<file path="src/mycpu_defines.svh">
`ifndef MYCPU_DEFINES_SVH
`define MYCPU_DEFINES_SVH

`define MYCPU_XLEN      32
`define MYCPU_REG_AW    5
`define MYCPU_SHAMT_W   5
`define MYCPU_WEN_W     4

// primary opcodes
`define MYCPU_OP_SPECIAL 6'h00
`define MYCPU_OP_ADDIU   6'h09
`define MYCPU_OP_SLTI    6'h0a
`define MYCPU_OP_SLTIU   6'h0b
`define MYCPU_OP_ANDI    6'h0c
`define MYCPU_OP_ORI     6'h0d
`define MYCPU_OP_XORI    6'h0e
`define MYCPU_OP_LUI     6'h0f

// funct field under SPECIAL
`define MYCPU_FN_SLL     6'h00
`define MYCPU_FN_SRL     6'h02
`define MYCPU_FN_SRA     6'h03
`define MYCPU_FN_ADDU    6'h21
`define MYCPU_FN_SUBU    6'h23
`define MYCPU_FN_AND     6'h24
`define MYCPU_FN_OR      6'h25
`define MYCPU_FN_XOR     6'h26
`define MYCPU_FN_NOR     6'h27
`define MYCPU_FN_SLT     6'h2a
`define MYCPU_FN_SLTU    6'h2b

`endif

</file>
<file path="src/mycpu_pkg.sv">
`include "mycpu_defines.svh"

package mycpu_pkg;

  typedef struct packed {
    logic [5:0]                op;
    logic [`MYCPU_REG_AW-1:0]  rs;
    logic [`MYCPU_REG_AW-1:0]  rt;
    logic [`MYCPU_REG_AW-1:0]  rd;
    logic [`MYCPU_SHAMT_W-1:0] shamt;
    logic [5:0]                funct;
  } r_type_t;

  typedef struct packed {
    logic [5:0]               op;
    logic [`MYCPU_REG_AW-1:0] rs;
    logic [`MYCPU_REG_AW-1:0] rt;
    logic [15:0]              imm;
  } i_type_t;

  // same word, two field layouts
  typedef union packed {
    r_type_t r;
    i_type_t i;
  } instr_u;

  typedef enum logic [3:0] {
    alu_add,
    alu_sub,
    alu_and,
    alu_or,
    alu_xor,
    alu_nor,
    alu_slt,
    alu_sltu,
    alu_sll,
    alu_srl,
    alu_sra
  } alu_op_e;

  typedef struct packed {
    logic [`MYCPU_XLEN-1:0] pc;
    instr_u                 instr;
  } fetch_t;

  typedef struct packed {
    logic [`MYCPU_XLEN-1:0]   pc;
    alu_op_e                  alu_op;
    logic [`MYCPU_XLEN-1:0]   src_a;
    logic [`MYCPU_XLEN-1:0]   src_b;
    logic [`MYCPU_REG_AW-1:0] dest;
    logic                     wr;
  } exec_t;

  typedef struct packed {
    logic [`MYCPU_XLEN-1:0]   pc;
    logic [`MYCPU_WEN_W-1:0]  rf_wen;
    logic [`MYCPU_REG_AW-1:0] rf_wnum;
    logic [`MYCPU_XLEN-1:0]   rf_wdata;
  } retire_t;

  typedef struct packed {
    logic                     valid;
    logic [`MYCPU_REG_AW-1:0] num;
    logic [`MYCPU_XLEN-1:0]   data;
  } fwd_t;

endpackage

</file>
<file path="src/decode_stage.sv">
`include "mycpu_defines.svh"

module decode_stage (
  input  logic                     aclk,
  input  logic                     rst_n,
  input  logic                     in_valid,
  input  mycpu_pkg::fetch_t        in_item,
  output logic                     allowin,
  output logic                     out_valid,
  output mycpu_pkg::exec_t         out_item,
  input  logic                     out_allowin,
  output logic [`MYCPU_REG_AW-1:0] rs_num,
  output logic [`MYCPU_REG_AW-1:0] rt_num,
  input  logic [`MYCPU_XLEN-1:0]   rs_data,
  input  logic [`MYCPU_XLEN-1:0]   rt_data,
  input  mycpu_pkg::fwd_t          ex_fwd,
  input  mycpu_pkg::fwd_t          rs_fwd
);

  logic                   valid;
  mycpu_pkg::fetch_t      item_q;
  mycpu_pkg::instr_u      w;
  logic [`MYCPU_XLEN-1:0] rs_val;
  logic [`MYCPU_XLEN-1:0] rt_val;
  logic [`MYCPU_XLEN-1:0] imm_sx;
  logic [`MYCPU_XLEN-1:0] imm_zx;
  logic [`MYCPU_XLEN-1:0] imm_up;
  logic [`MYCPU_XLEN-1:0] shamt_zx;

  // execute first, then result, then register file
  function automatic logic [`MYCPU_XLEN-1:0] pick(
    input logic [`MYCPU_REG_AW-1:0] num,
    input logic [`MYCPU_XLEN-1:0]   rf_val
  );
    if (ex_fwd.valid && ex_fwd.num == num) return ex_fwd.data;
    if (rs_fwd.valid && rs_fwd.num == num) return rs_fwd.data;
    return rf_val;
  endfunction

  assign allowin   = !valid || out_allowin;
  assign out_valid = valid;

  always_ff @(posedge aclk) begin
    if (!rst_n) begin
      valid <= 1'b0;
    end else if (allowin) begin
      valid <= in_valid;
    end
  end

  always_ff @(posedge aclk) begin
    if (in_valid && allowin) begin
      item_q <= in_item;
    end
  end

  assign w      = item_q.instr;
  assign rs_num = w.r.rs;
  assign rt_num = w.r.rt;

  always_comb begin
    rs_val = pick(w.r.rs, rs_data);
    rt_val = pick(w.r.rt, rt_data);
  end

  assign imm_sx   = {{(`MYCPU_XLEN-16){w.i.imm[15]}}, w.i.imm};
  assign imm_zx   = {{(`MYCPU_XLEN-16){1'b0}}, w.i.imm};
  assign imm_up   = {w.i.imm, 16'h0000};
  assign shamt_zx = {{(`MYCPU_XLEN-`MYCPU_SHAMT_W){1'b0}}, w.r.shamt};

  always_comb begin
    out_item.pc     = item_q.pc;
    out_item.alu_op = mycpu_pkg::alu_add;
    out_item.src_a  = rs_val;
    out_item.src_b  = rt_val;
    out_item.dest   = w.r.rd;
    out_item.wr     = 1'b1;
    if (w.r.op == `MYCPU_OP_SPECIAL) begin
      // shifts take the amount on a, the value on b
      case (w.r.funct)
        `MYCPU_FN_ADDU: out_item.alu_op = mycpu_pkg::alu_add;
        `MYCPU_FN_SUBU: out_item.alu_op = mycpu_pkg::alu_sub;
        `MYCPU_FN_AND:  out_item.alu_op = mycpu_pkg::alu_and;
        `MYCPU_FN_OR:   out_item.alu_op = mycpu_pkg::alu_or;
        `MYCPU_FN_XOR:  out_item.alu_op = mycpu_pkg::alu_xor;
        `MYCPU_FN_NOR:  out_item.alu_op = mycpu_pkg::alu_nor;
        `MYCPU_FN_SLT:  out_item.alu_op = mycpu_pkg::alu_slt;
        `MYCPU_FN_SLTU: out_item.alu_op = mycpu_pkg::alu_sltu;
        `MYCPU_FN_SLL: begin
          out_item.alu_op = mycpu_pkg::alu_sll;
          out_item.src_a  = shamt_zx;
        end
        `MYCPU_FN_SRL: begin
          out_item.alu_op = mycpu_pkg::alu_srl;
          out_item.src_a  = shamt_zx;
        end
        `MYCPU_FN_SRA: begin
          out_item.alu_op = mycpu_pkg::alu_sra;
          out_item.src_a  = shamt_zx;
        end
        default: out_item.wr = 1'b0;
      endcase
    end else begin
      out_item.dest  = w.i.rt;
      out_item.src_b = imm_sx;
      case (w.i.op)
        `MYCPU_OP_ADDIU: out_item.alu_op = mycpu_pkg::alu_add;
        `MYCPU_OP_SLTI:  out_item.alu_op = mycpu_pkg::alu_slt;
        `MYCPU_OP_SLTIU: out_item.alu_op = mycpu_pkg::alu_sltu;
        `MYCPU_OP_ANDI: begin
          out_item.alu_op = mycpu_pkg::alu_and;
          out_item.src_b  = imm_zx;
        end
        `MYCPU_OP_ORI: begin
          out_item.alu_op = mycpu_pkg::alu_or;
          out_item.src_b  = imm_zx;
        end
        `MYCPU_OP_XORI: begin
          out_item.alu_op = mycpu_pkg::alu_xor;
          out_item.src_b  = imm_zx;
        end
        `MYCPU_OP_LUI: begin
          // lui is 0 | (imm << 16)
          out_item.alu_op = mycpu_pkg::alu_or;
          out_item.src_a  = '0;
          out_item.src_b  = imm_up;
        end
        default: out_item.wr = 1'b0;
      endcase
    end
  end

endmodule

</file>
<file path="src/execute_stage.sv">
`include "mycpu_defines.svh"

module execute_stage (
  input  logic                aclk,
  input  logic                rst_n,
  input  logic                in_valid,
  input  mycpu_pkg::exec_t    in_item,
  output logic                allowin,
  output logic                out_valid,
  output mycpu_pkg::retire_t  out_item,
  input  logic                out_allowin,
  output mycpu_pkg::fwd_t     fwd
);

  logic                      valid;
  mycpu_pkg::exec_t          ex_q;
  logic [`MYCPU_XLEN-1:0]    res;
  logic [`MYCPU_SHAMT_W-1:0] sa;
  logic                      writes;

  assign allowin   = !valid || out_allowin;
  assign out_valid = valid;

  always_ff @(posedge aclk) begin
    if (!rst_n) begin
      valid <= 1'b0;
    end else if (allowin) begin
      valid <= in_valid;
    end
  end

  always_ff @(posedge aclk) begin
    if (in_valid && allowin) begin
      ex_q <= in_item;
    end
  end

  assign sa = ex_q.src_a[`MYCPU_SHAMT_W-1:0];

  always_comb begin
    case (ex_q.alu_op)
      mycpu_pkg::alu_add:  res = ex_q.src_a + ex_q.src_b;
      mycpu_pkg::alu_sub:  res = ex_q.src_a - ex_q.src_b;
      mycpu_pkg::alu_and:  res = ex_q.src_a & ex_q.src_b;
      mycpu_pkg::alu_or:   res = ex_q.src_a | ex_q.src_b;
      mycpu_pkg::alu_xor:  res = ex_q.src_a ^ ex_q.src_b;
      mycpu_pkg::alu_nor:  res = ~(ex_q.src_a | ex_q.src_b);
      mycpu_pkg::alu_slt:
        res = {{(`MYCPU_XLEN-1){1'b0}}, $signed(ex_q.src_a) < $signed(ex_q.src_b)};
      mycpu_pkg::alu_sltu:
        res = {{(`MYCPU_XLEN-1){1'b0}}, ex_q.src_a < ex_q.src_b};
      mycpu_pkg::alu_sll:  res = ex_q.src_b << sa;
      mycpu_pkg::alu_srl:  res = ex_q.src_b >> sa;
      mycpu_pkg::alu_sra:  res = $signed(ex_q.src_b) >>> sa;
      default:             res = '0;
    endcase
  end

  // writes to r0 are dropped here
  assign writes = ex_q.wr && ex_q.dest != '0;

  always_comb begin
    out_item.pc       = ex_q.pc;
    out_item.rf_wen   = writes ? '1 : '0;
    out_item.rf_wnum  = ex_q.dest;
    out_item.rf_wdata = res;
  end

  assign fwd.valid = valid && writes;
  assign fwd.num   = ex_q.dest;
  assign fwd.data  = res;

endmodule

</file>
<file path="src/mycpu_top.sv">
module mycpu_top (
  input  logic               aclk,
  input  logic               rst_n,
  input  logic               inst_valid,
  input  mycpu_pkg::fetch_t  inst,
  output logic               inst_allowin,
  output logic               retire_valid,
  output mycpu_pkg::retire_t retire,
  input  logic               retire_ready
);

  mycpu_pkg::exec_t   de_item;
  mycpu_pkg::retire_t ex_item;
  mycpu_pkg::fwd_t    ex_fwd;
  mycpu_pkg::fwd_t    rs_fwd;
  logic               de_valid;
  logic               ex_valid;
  logic               ex_allowin;
  logic               rs_allowin;
  logic               rf_wr_en;
  logic [4:0]         rs_num;
  logic [4:0]         rt_num;
  logic [31:0]        rs_data;
  logic [31:0]        rt_data;

  decode_stage u_decode (
    .aclk        (aclk),
    .rst_n       (rst_n),
    .in_valid    (inst_valid),
    .in_item     (inst),
    .allowin     (inst_allowin),
    .out_valid   (de_valid),
    .out_item    (de_item),
    .out_allowin (ex_allowin),
    .rs_num      (rs_num),
    .rt_num      (rt_num),
    .rs_data     (rs_data),
    .rt_data     (rt_data),
    .ex_fwd      (ex_fwd),
    .rs_fwd      (rs_fwd)
  );

  execute_stage u_execute (
    .aclk        (aclk),
    .rst_n       (rst_n),
    .in_valid    (de_valid),
    .in_item     (de_item),
    .allowin     (ex_allowin),
    .out_valid   (ex_valid),
    .out_item    (ex_item),
    .out_allowin (rs_allowin),
    .fwd         (ex_fwd)
  );

  result_stage u_result (
    .aclk         (aclk),
    .rst_n        (rst_n),
    .in_valid     (ex_valid),
    .in_item      (ex_item),
    .allowin      (rs_allowin),
    .retire_valid (retire_valid),
    .retire       (retire),
    .retire_ready (retire_ready),
    .fwd          (rs_fwd),
    .wr_en        (rf_wr_en)
  );

  // commits at the retire transfer
  reg_file u_reg_file (
    .aclk    (aclk),
    .wr_en   (rf_wr_en),
    .wr_num  (retire.rf_wnum),
    .wr_data (retire.rf_wdata),
    .rs_num  (rs_num),
    .rt_num  (rt_num),
    .rs_data (rs_data),
    .rt_data (rt_data)
  );

endmodule

</file>
<file path="src/reg_file.sv">
`include "mycpu_defines.svh"

module reg_file (
  input  logic                     aclk,
  input  logic                     wr_en,
  input  logic [`MYCPU_REG_AW-1:0] wr_num,
  input  logic [`MYCPU_XLEN-1:0]   wr_data,
  input  logic [`MYCPU_REG_AW-1:0] rs_num,
  input  logic [`MYCPU_REG_AW-1:0] rt_num,
  output logic [`MYCPU_XLEN-1:0]   rs_data,
  output logic [`MYCPU_XLEN-1:0]   rt_data
);

  // r0 has no storage
  logic [`MYCPU_XLEN-1:0] regs [1:(1 << `MYCPU_REG_AW)-1];

  function automatic logic [`MYCPU_XLEN-1:0] read_port(
    input logic [`MYCPU_REG_AW-1:0] num
  );
    if (num == '0) return '0;
    // write in flight wins over the stored value
    if (wr_en && wr_num == num) return wr_data;
    return regs[num];
  endfunction

  always_ff @(posedge aclk) begin
    if (wr_en && wr_num != '0) begin
      regs[wr_num] <= wr_data;
    end
  end

  always_comb begin
    rs_data = read_port(rs_num);
    rt_data = read_port(rt_num);
  end

endmodule

</file>
<file path="src/result_stage.sv">
module result_stage (
  input  logic                aclk,
  input  logic                rst_n,
  input  logic                in_valid,
  input  mycpu_pkg::retire_t  in_item,
  output logic                allowin,
  output logic                retire_valid,
  output mycpu_pkg::retire_t  retire,
  input  logic                retire_ready,
  output mycpu_pkg::fwd_t     fwd,
  output logic                wr_en
);

  logic valid;

  // holds the item unchanged until the retire port takes it
  assign allowin      = !valid || retire_ready;
  assign retire_valid = valid;

  always_ff @(posedge aclk) begin
    if (!rst_n) begin
      valid <= 1'b0;
    end else if (allowin) begin
      valid <= in_valid;
    end
  end

  always_ff @(posedge aclk) begin
    if (in_valid && allowin) begin
      retire <= in_item;
    end
  end

  assign wr_en = valid && retire_ready && (|retire.rf_wen);

  assign fwd.valid = valid && (|retire.rf_wen);
  assign fwd.num   = retire.rf_wnum;
  assign fwd.data  = retire.rf_wdata;

endmodule

</file>
<file path="config.mk">
export PLATFORM = sky130hd
export DESIGN_NAME = mycpu_top
export DESIGN_NICKNAME = d
export VERILOG_FILES = /design/src/mycpu_pkg.sv /design/src/decode_stage.sv /design/src/execute_stage.sv /design/src/mycpu_top.sv /design/src/reg_file.sv /design/src/result_stage.sv
export VERILOG_INCLUDE_DIRS = /design/src /design/src/src
export SDC_FILE = /design/constraint.sdc
export NUM_CORES = 2
export LEC_CHECK = 0
export ABC_CLOCK_PERIOD_IN_PS = 14100
export BUFFER_PORTS_ARGS = -buffer_cell sky130_fd_sc_hd__buf_2
export CORE_MARGIN = 10
export CORE_UTILIZATION = 55
export CTS_CLUSTER_SIZE = 10
export DETAILED_ROUTE_END_ITERATION = 16
export GPL_TIMING_DRIVEN = 0
export HOLD_SLACK_MARGIN = 0.15
export MAX_ROUTING_LAYER = met4
export PLACE_DENSITY = 0.71
export SLEW_MARGIN = 20
export SYNTH_ARGS = -nofsm -noshare
export SYNTH_HDL_FRONTEND = slang
export SYNTH_SLANG_ARGS = --single-unit
export TNS_END_PERCENT = 5
</file>
<file path="constraint.sdc">
create_clock -name aclk -period 14.1 [get_ports aclk]
set_input_delay 2.115 -clock aclk [delete_from_list [all_inputs] [get_ports aclk]]
set_output_delay 2.115 -clock aclk [all_outputs]
set_load 0.05 [all_outputs]
</file>
==> impl_metrics.csv <==
group,metric,value,unit
die,initial_core_util,55.6,%
die,die_w,364,um
cts,cts_resized,0,
drt,drc_errors,0,
place,place_area,69700,um2
sta,hold_viol_final,0,
worst_setup_path,worstSetupPathType,"reg2reg",
drt,ant_nets,0,
worst_setup_path,crit_path_end_kind,"flip-flop",
drt,first_pass_iters,6,
place,place_hpwl,185000,um
sta,relSlewSlack,10.1,%
cts,clk_pin_slew,50,ps
place,portBuffers,142,
die,die_h,364,um
logic_synthesis,syn_avg_cell_area,16.0,um2
power_and_ir_drop,irDropWorstVdd,0.000132,V
cts,cts_sinks,1245,
cells_and_area,multi_input_area,26200,um2
flow_run,cap_violations,0,
drt,vias_per_cell,7.66,
cts,clockBufferDepth,3,
worst_setup_path,startpoint_type,"flip-flop",
place,globalplace.congestion,1.06,
drt,drtIter0Drc,7844,
logic_synthesis,synth_edf_count,1232,
logic_synthesis,synth_top_area_share,57.0,%
logic_synthesis,ys_async_sr_fraction,0,%
worst_setup_path,path_cells,"buf_2, clkinv_1, clkbuf_1, clkbuf_1, clkbuf_1, ha_1, buf_2, nand3_1, a2111oi_0, o21ai_1, a211oi_2, o21ai_0, o211a_1, o22ai_1, nor2_1, nor3_1",
sta,period_minus_slack,7910,ps
global_routing,grt_pass1_wl,355000,um
power_and_ir_drop,leakagePower,24.8,nW
worst_setup_path,critPathArrivalTime,8360,ps
logic_synthesis,postSynthCellCount,4063,
die,die_area,132000,um2
worst_setup_path,r2r_setup_slack,6190,ps
sta,fin_ws,6190,ps
global_routing,track_usage,40.0,%
cts,postCtsSetupBuffers,0,
sta,tns,0,ps
cells_and_area,instances_no_fill,6035,
global_routing,grt_pass1_vias,45200,
drt,route.final.wire_length,259000,um
logic_synthesis,ys_warn_count,0,
cts,cts_inserted_buffers,144,
logic_synthesis,synth_seq_area_share,57.4,%
cts,clk_latency,790,ps
cts,cts_tree,"yes",
cells_and_area,syn2layout_area_growth,14.2,%
global_routing,antenna_found_initial,11,
logic_synthesis,ys.flop_type,"edfxtp_1",
cells_and_area,nFillCells,8104,
worst_setup_path,crit_top_cell,"clkbuf_1",
worst_setup_path,reg2reg_from,"u_execute.ex_q[41]",
cells_and_area,drive_gt1_share,28.3,%
die,num_rows,125,
sta,fmax,127,MHz
worst_setup_path,critical_path.max_stage_delay,990,ps
place,dpl.cell_count,5812,
logic_synthesis,synth_area,64900,um2
logic_synthesis,ys_types,93,
sta,slew_violations,0,
worst_setup_path,cp_top_family,"compound AO/OA/AOI/OAI gates",
worst_hold_path,hold_start,"u_execute.out_item[64]",
power_and_ir_drop,pwr_density_cell,124,nW/um2
cts,root_buffer,"clkbuf_16",
cells_and_area,register_area,37300,um2
sta,finClkSkew,38.0,ps
worst_hold_path,hold_class,"reg2reg",
place,post-place-ws,6720,ps
logic_synthesis,synth.most_common_cell,"edfxtp_1",
cells_and_area,finish.instance_area,74100,um2
worst_setup_path,cp_slowest_cell,"o22ai_1",
logic_synthesis,synth_seq_cells,1245,
logic_synthesis,yosys-top-cells-count,"edfxtp_1, mux4_2, nor2_1",
sta,setup_viol,0,
status,outcome,"completed",
sta,grt_setup_unrepaired,"false",
worst_setup_path,critPathMaxFanout,10,
worst_setup_path,required,14560,ps
cells_and_area,layout.nets,4623,
worst_setup_path,critPathBufInv,6,
global_routing,grt_overflow,0,
die,core,117000,um2
logic_synthesis,synthTopCellsByArea,"edfxtp_1, mux4_2, mux2i_1",
logic_synthesis,synth_top_area_cell,"edfxtp_1",
die,io-pin-count,143,
cts,cts_hold_buf,0,
worst_setup_path,startpoint,"u_execute.ex_q[41]",
cts,h-tree-depth,4,
logic_synthesis,syn_nets,4229,
drt,vias,46300,
sta,worst_pin_slew,1350,ps
drt,wire_per_inst,43.0,um
global_routing,grt_max_degree,47,
sta,finalCritPeriodShare,56.1,%
==> through the flow <==
step                      utilization (%)  hold slack [ps]  power (mW)
final                                63.5              413        9.21
after global routing                 63.5              419        9.38
after CTS                            63.2              412        9.12
after detailed placement             59.7              405        5.85
after global placement               57.9              400        5.84
after floorplan                         -              400        5.21
==> layout by cell type (no fill, tap or decap), drive strengths merged, types with 16 or more instances in the layout <==
cell       n
clkbuf   350
inv      122
a211oi    69
clkinv    17
o221ai    19
nand2b    16
edfxtp  1232
mux4     630
buf      374
nor2b     27
a22oi     18
nor3      40
o211ai    30
a21o      20
nand2    190
nand3     39
a221oi    19
o21ai    133
mux2i    188
a21oi    212
nand4     17
nor2     268
mux2      28
ha        96
xnor2     20
a31oi     34
==> worst reg2reg max path: cells and delay by family (launching register included) <==
family / cells / cell delay [ps]
and+or+nand+nor: 3 / 880
buffers and inverters: 6 / 2330
DFF: 1 / 470
AOI/OAI and AO/OA: 6 / 3520
adders and majority gates: 1 / 400
==> registers in the layout, indices dropped and copies added, names as in the netlist, named ones only <==
name and count:
u_decode.out_item 32, u_decode.out_valid 1, u_decode.w 32, u_execute.ex_q 69
u_execute.fwd 5, u_execute.out_item 32, u_execute.out_valid 1, u_reg_file.regs 992
u_result.fwd 37, u_result.retire 33, u_result.retire_valid 1
==> worst paths after layout <==
path / endpoint / cells after the start
max reg2reg: u_execute.ex_q[58] / 16
min reg2reg: u_result.retire[64] / 0
min: u_result.retire[64] / 0
max: u_execute.ex_q[58] / 16
==> power breakdown <==
| group | internal [mW] | switching [mW] |
|---|---|---|
| sequential | 4.12 | 0.0872 |
| clock | 1.86 | 1.49 |
| combinational | 0.606 | 1.05 |
==> cells by family after synthesis <==
logic type,share of synthesized area [%]
xor+xnor,0.337
mux,25.3
buf+inv,2.71
flops,57.4
fa+ha+maj,1.91
simple gates,4.88
compound gates,7.51
==> layer usage <==
layer / up-vias / GRT usage (%) / part of all wire (%)
met1: 23100 / 45.4 / 31
met4: 0 / 30.9 / 10
met5: - / - / 0
li1: 17500 / - / -
met2: 4392 / 59.8 / 45
met3: 1196 / 11.6 / 14
==> layout make-up <==
class / instances / share of cell area, %
Sequential cell: 1245 / 50.3
Multi-Input combinational cell: 2390 / 35.4
Inverter: 119 / 0.606
Timing Repair Buffer: 248 / 3.79
Clock inverter: 20 / 0.485
Antenna cell: 13 / 0.0439
Buffer: 309 / 1.87
Clock buffer: 167 / 4.98
Tap cell: 1524 / 2.57
Note: power is estimated with default switching activity, not from simulation.
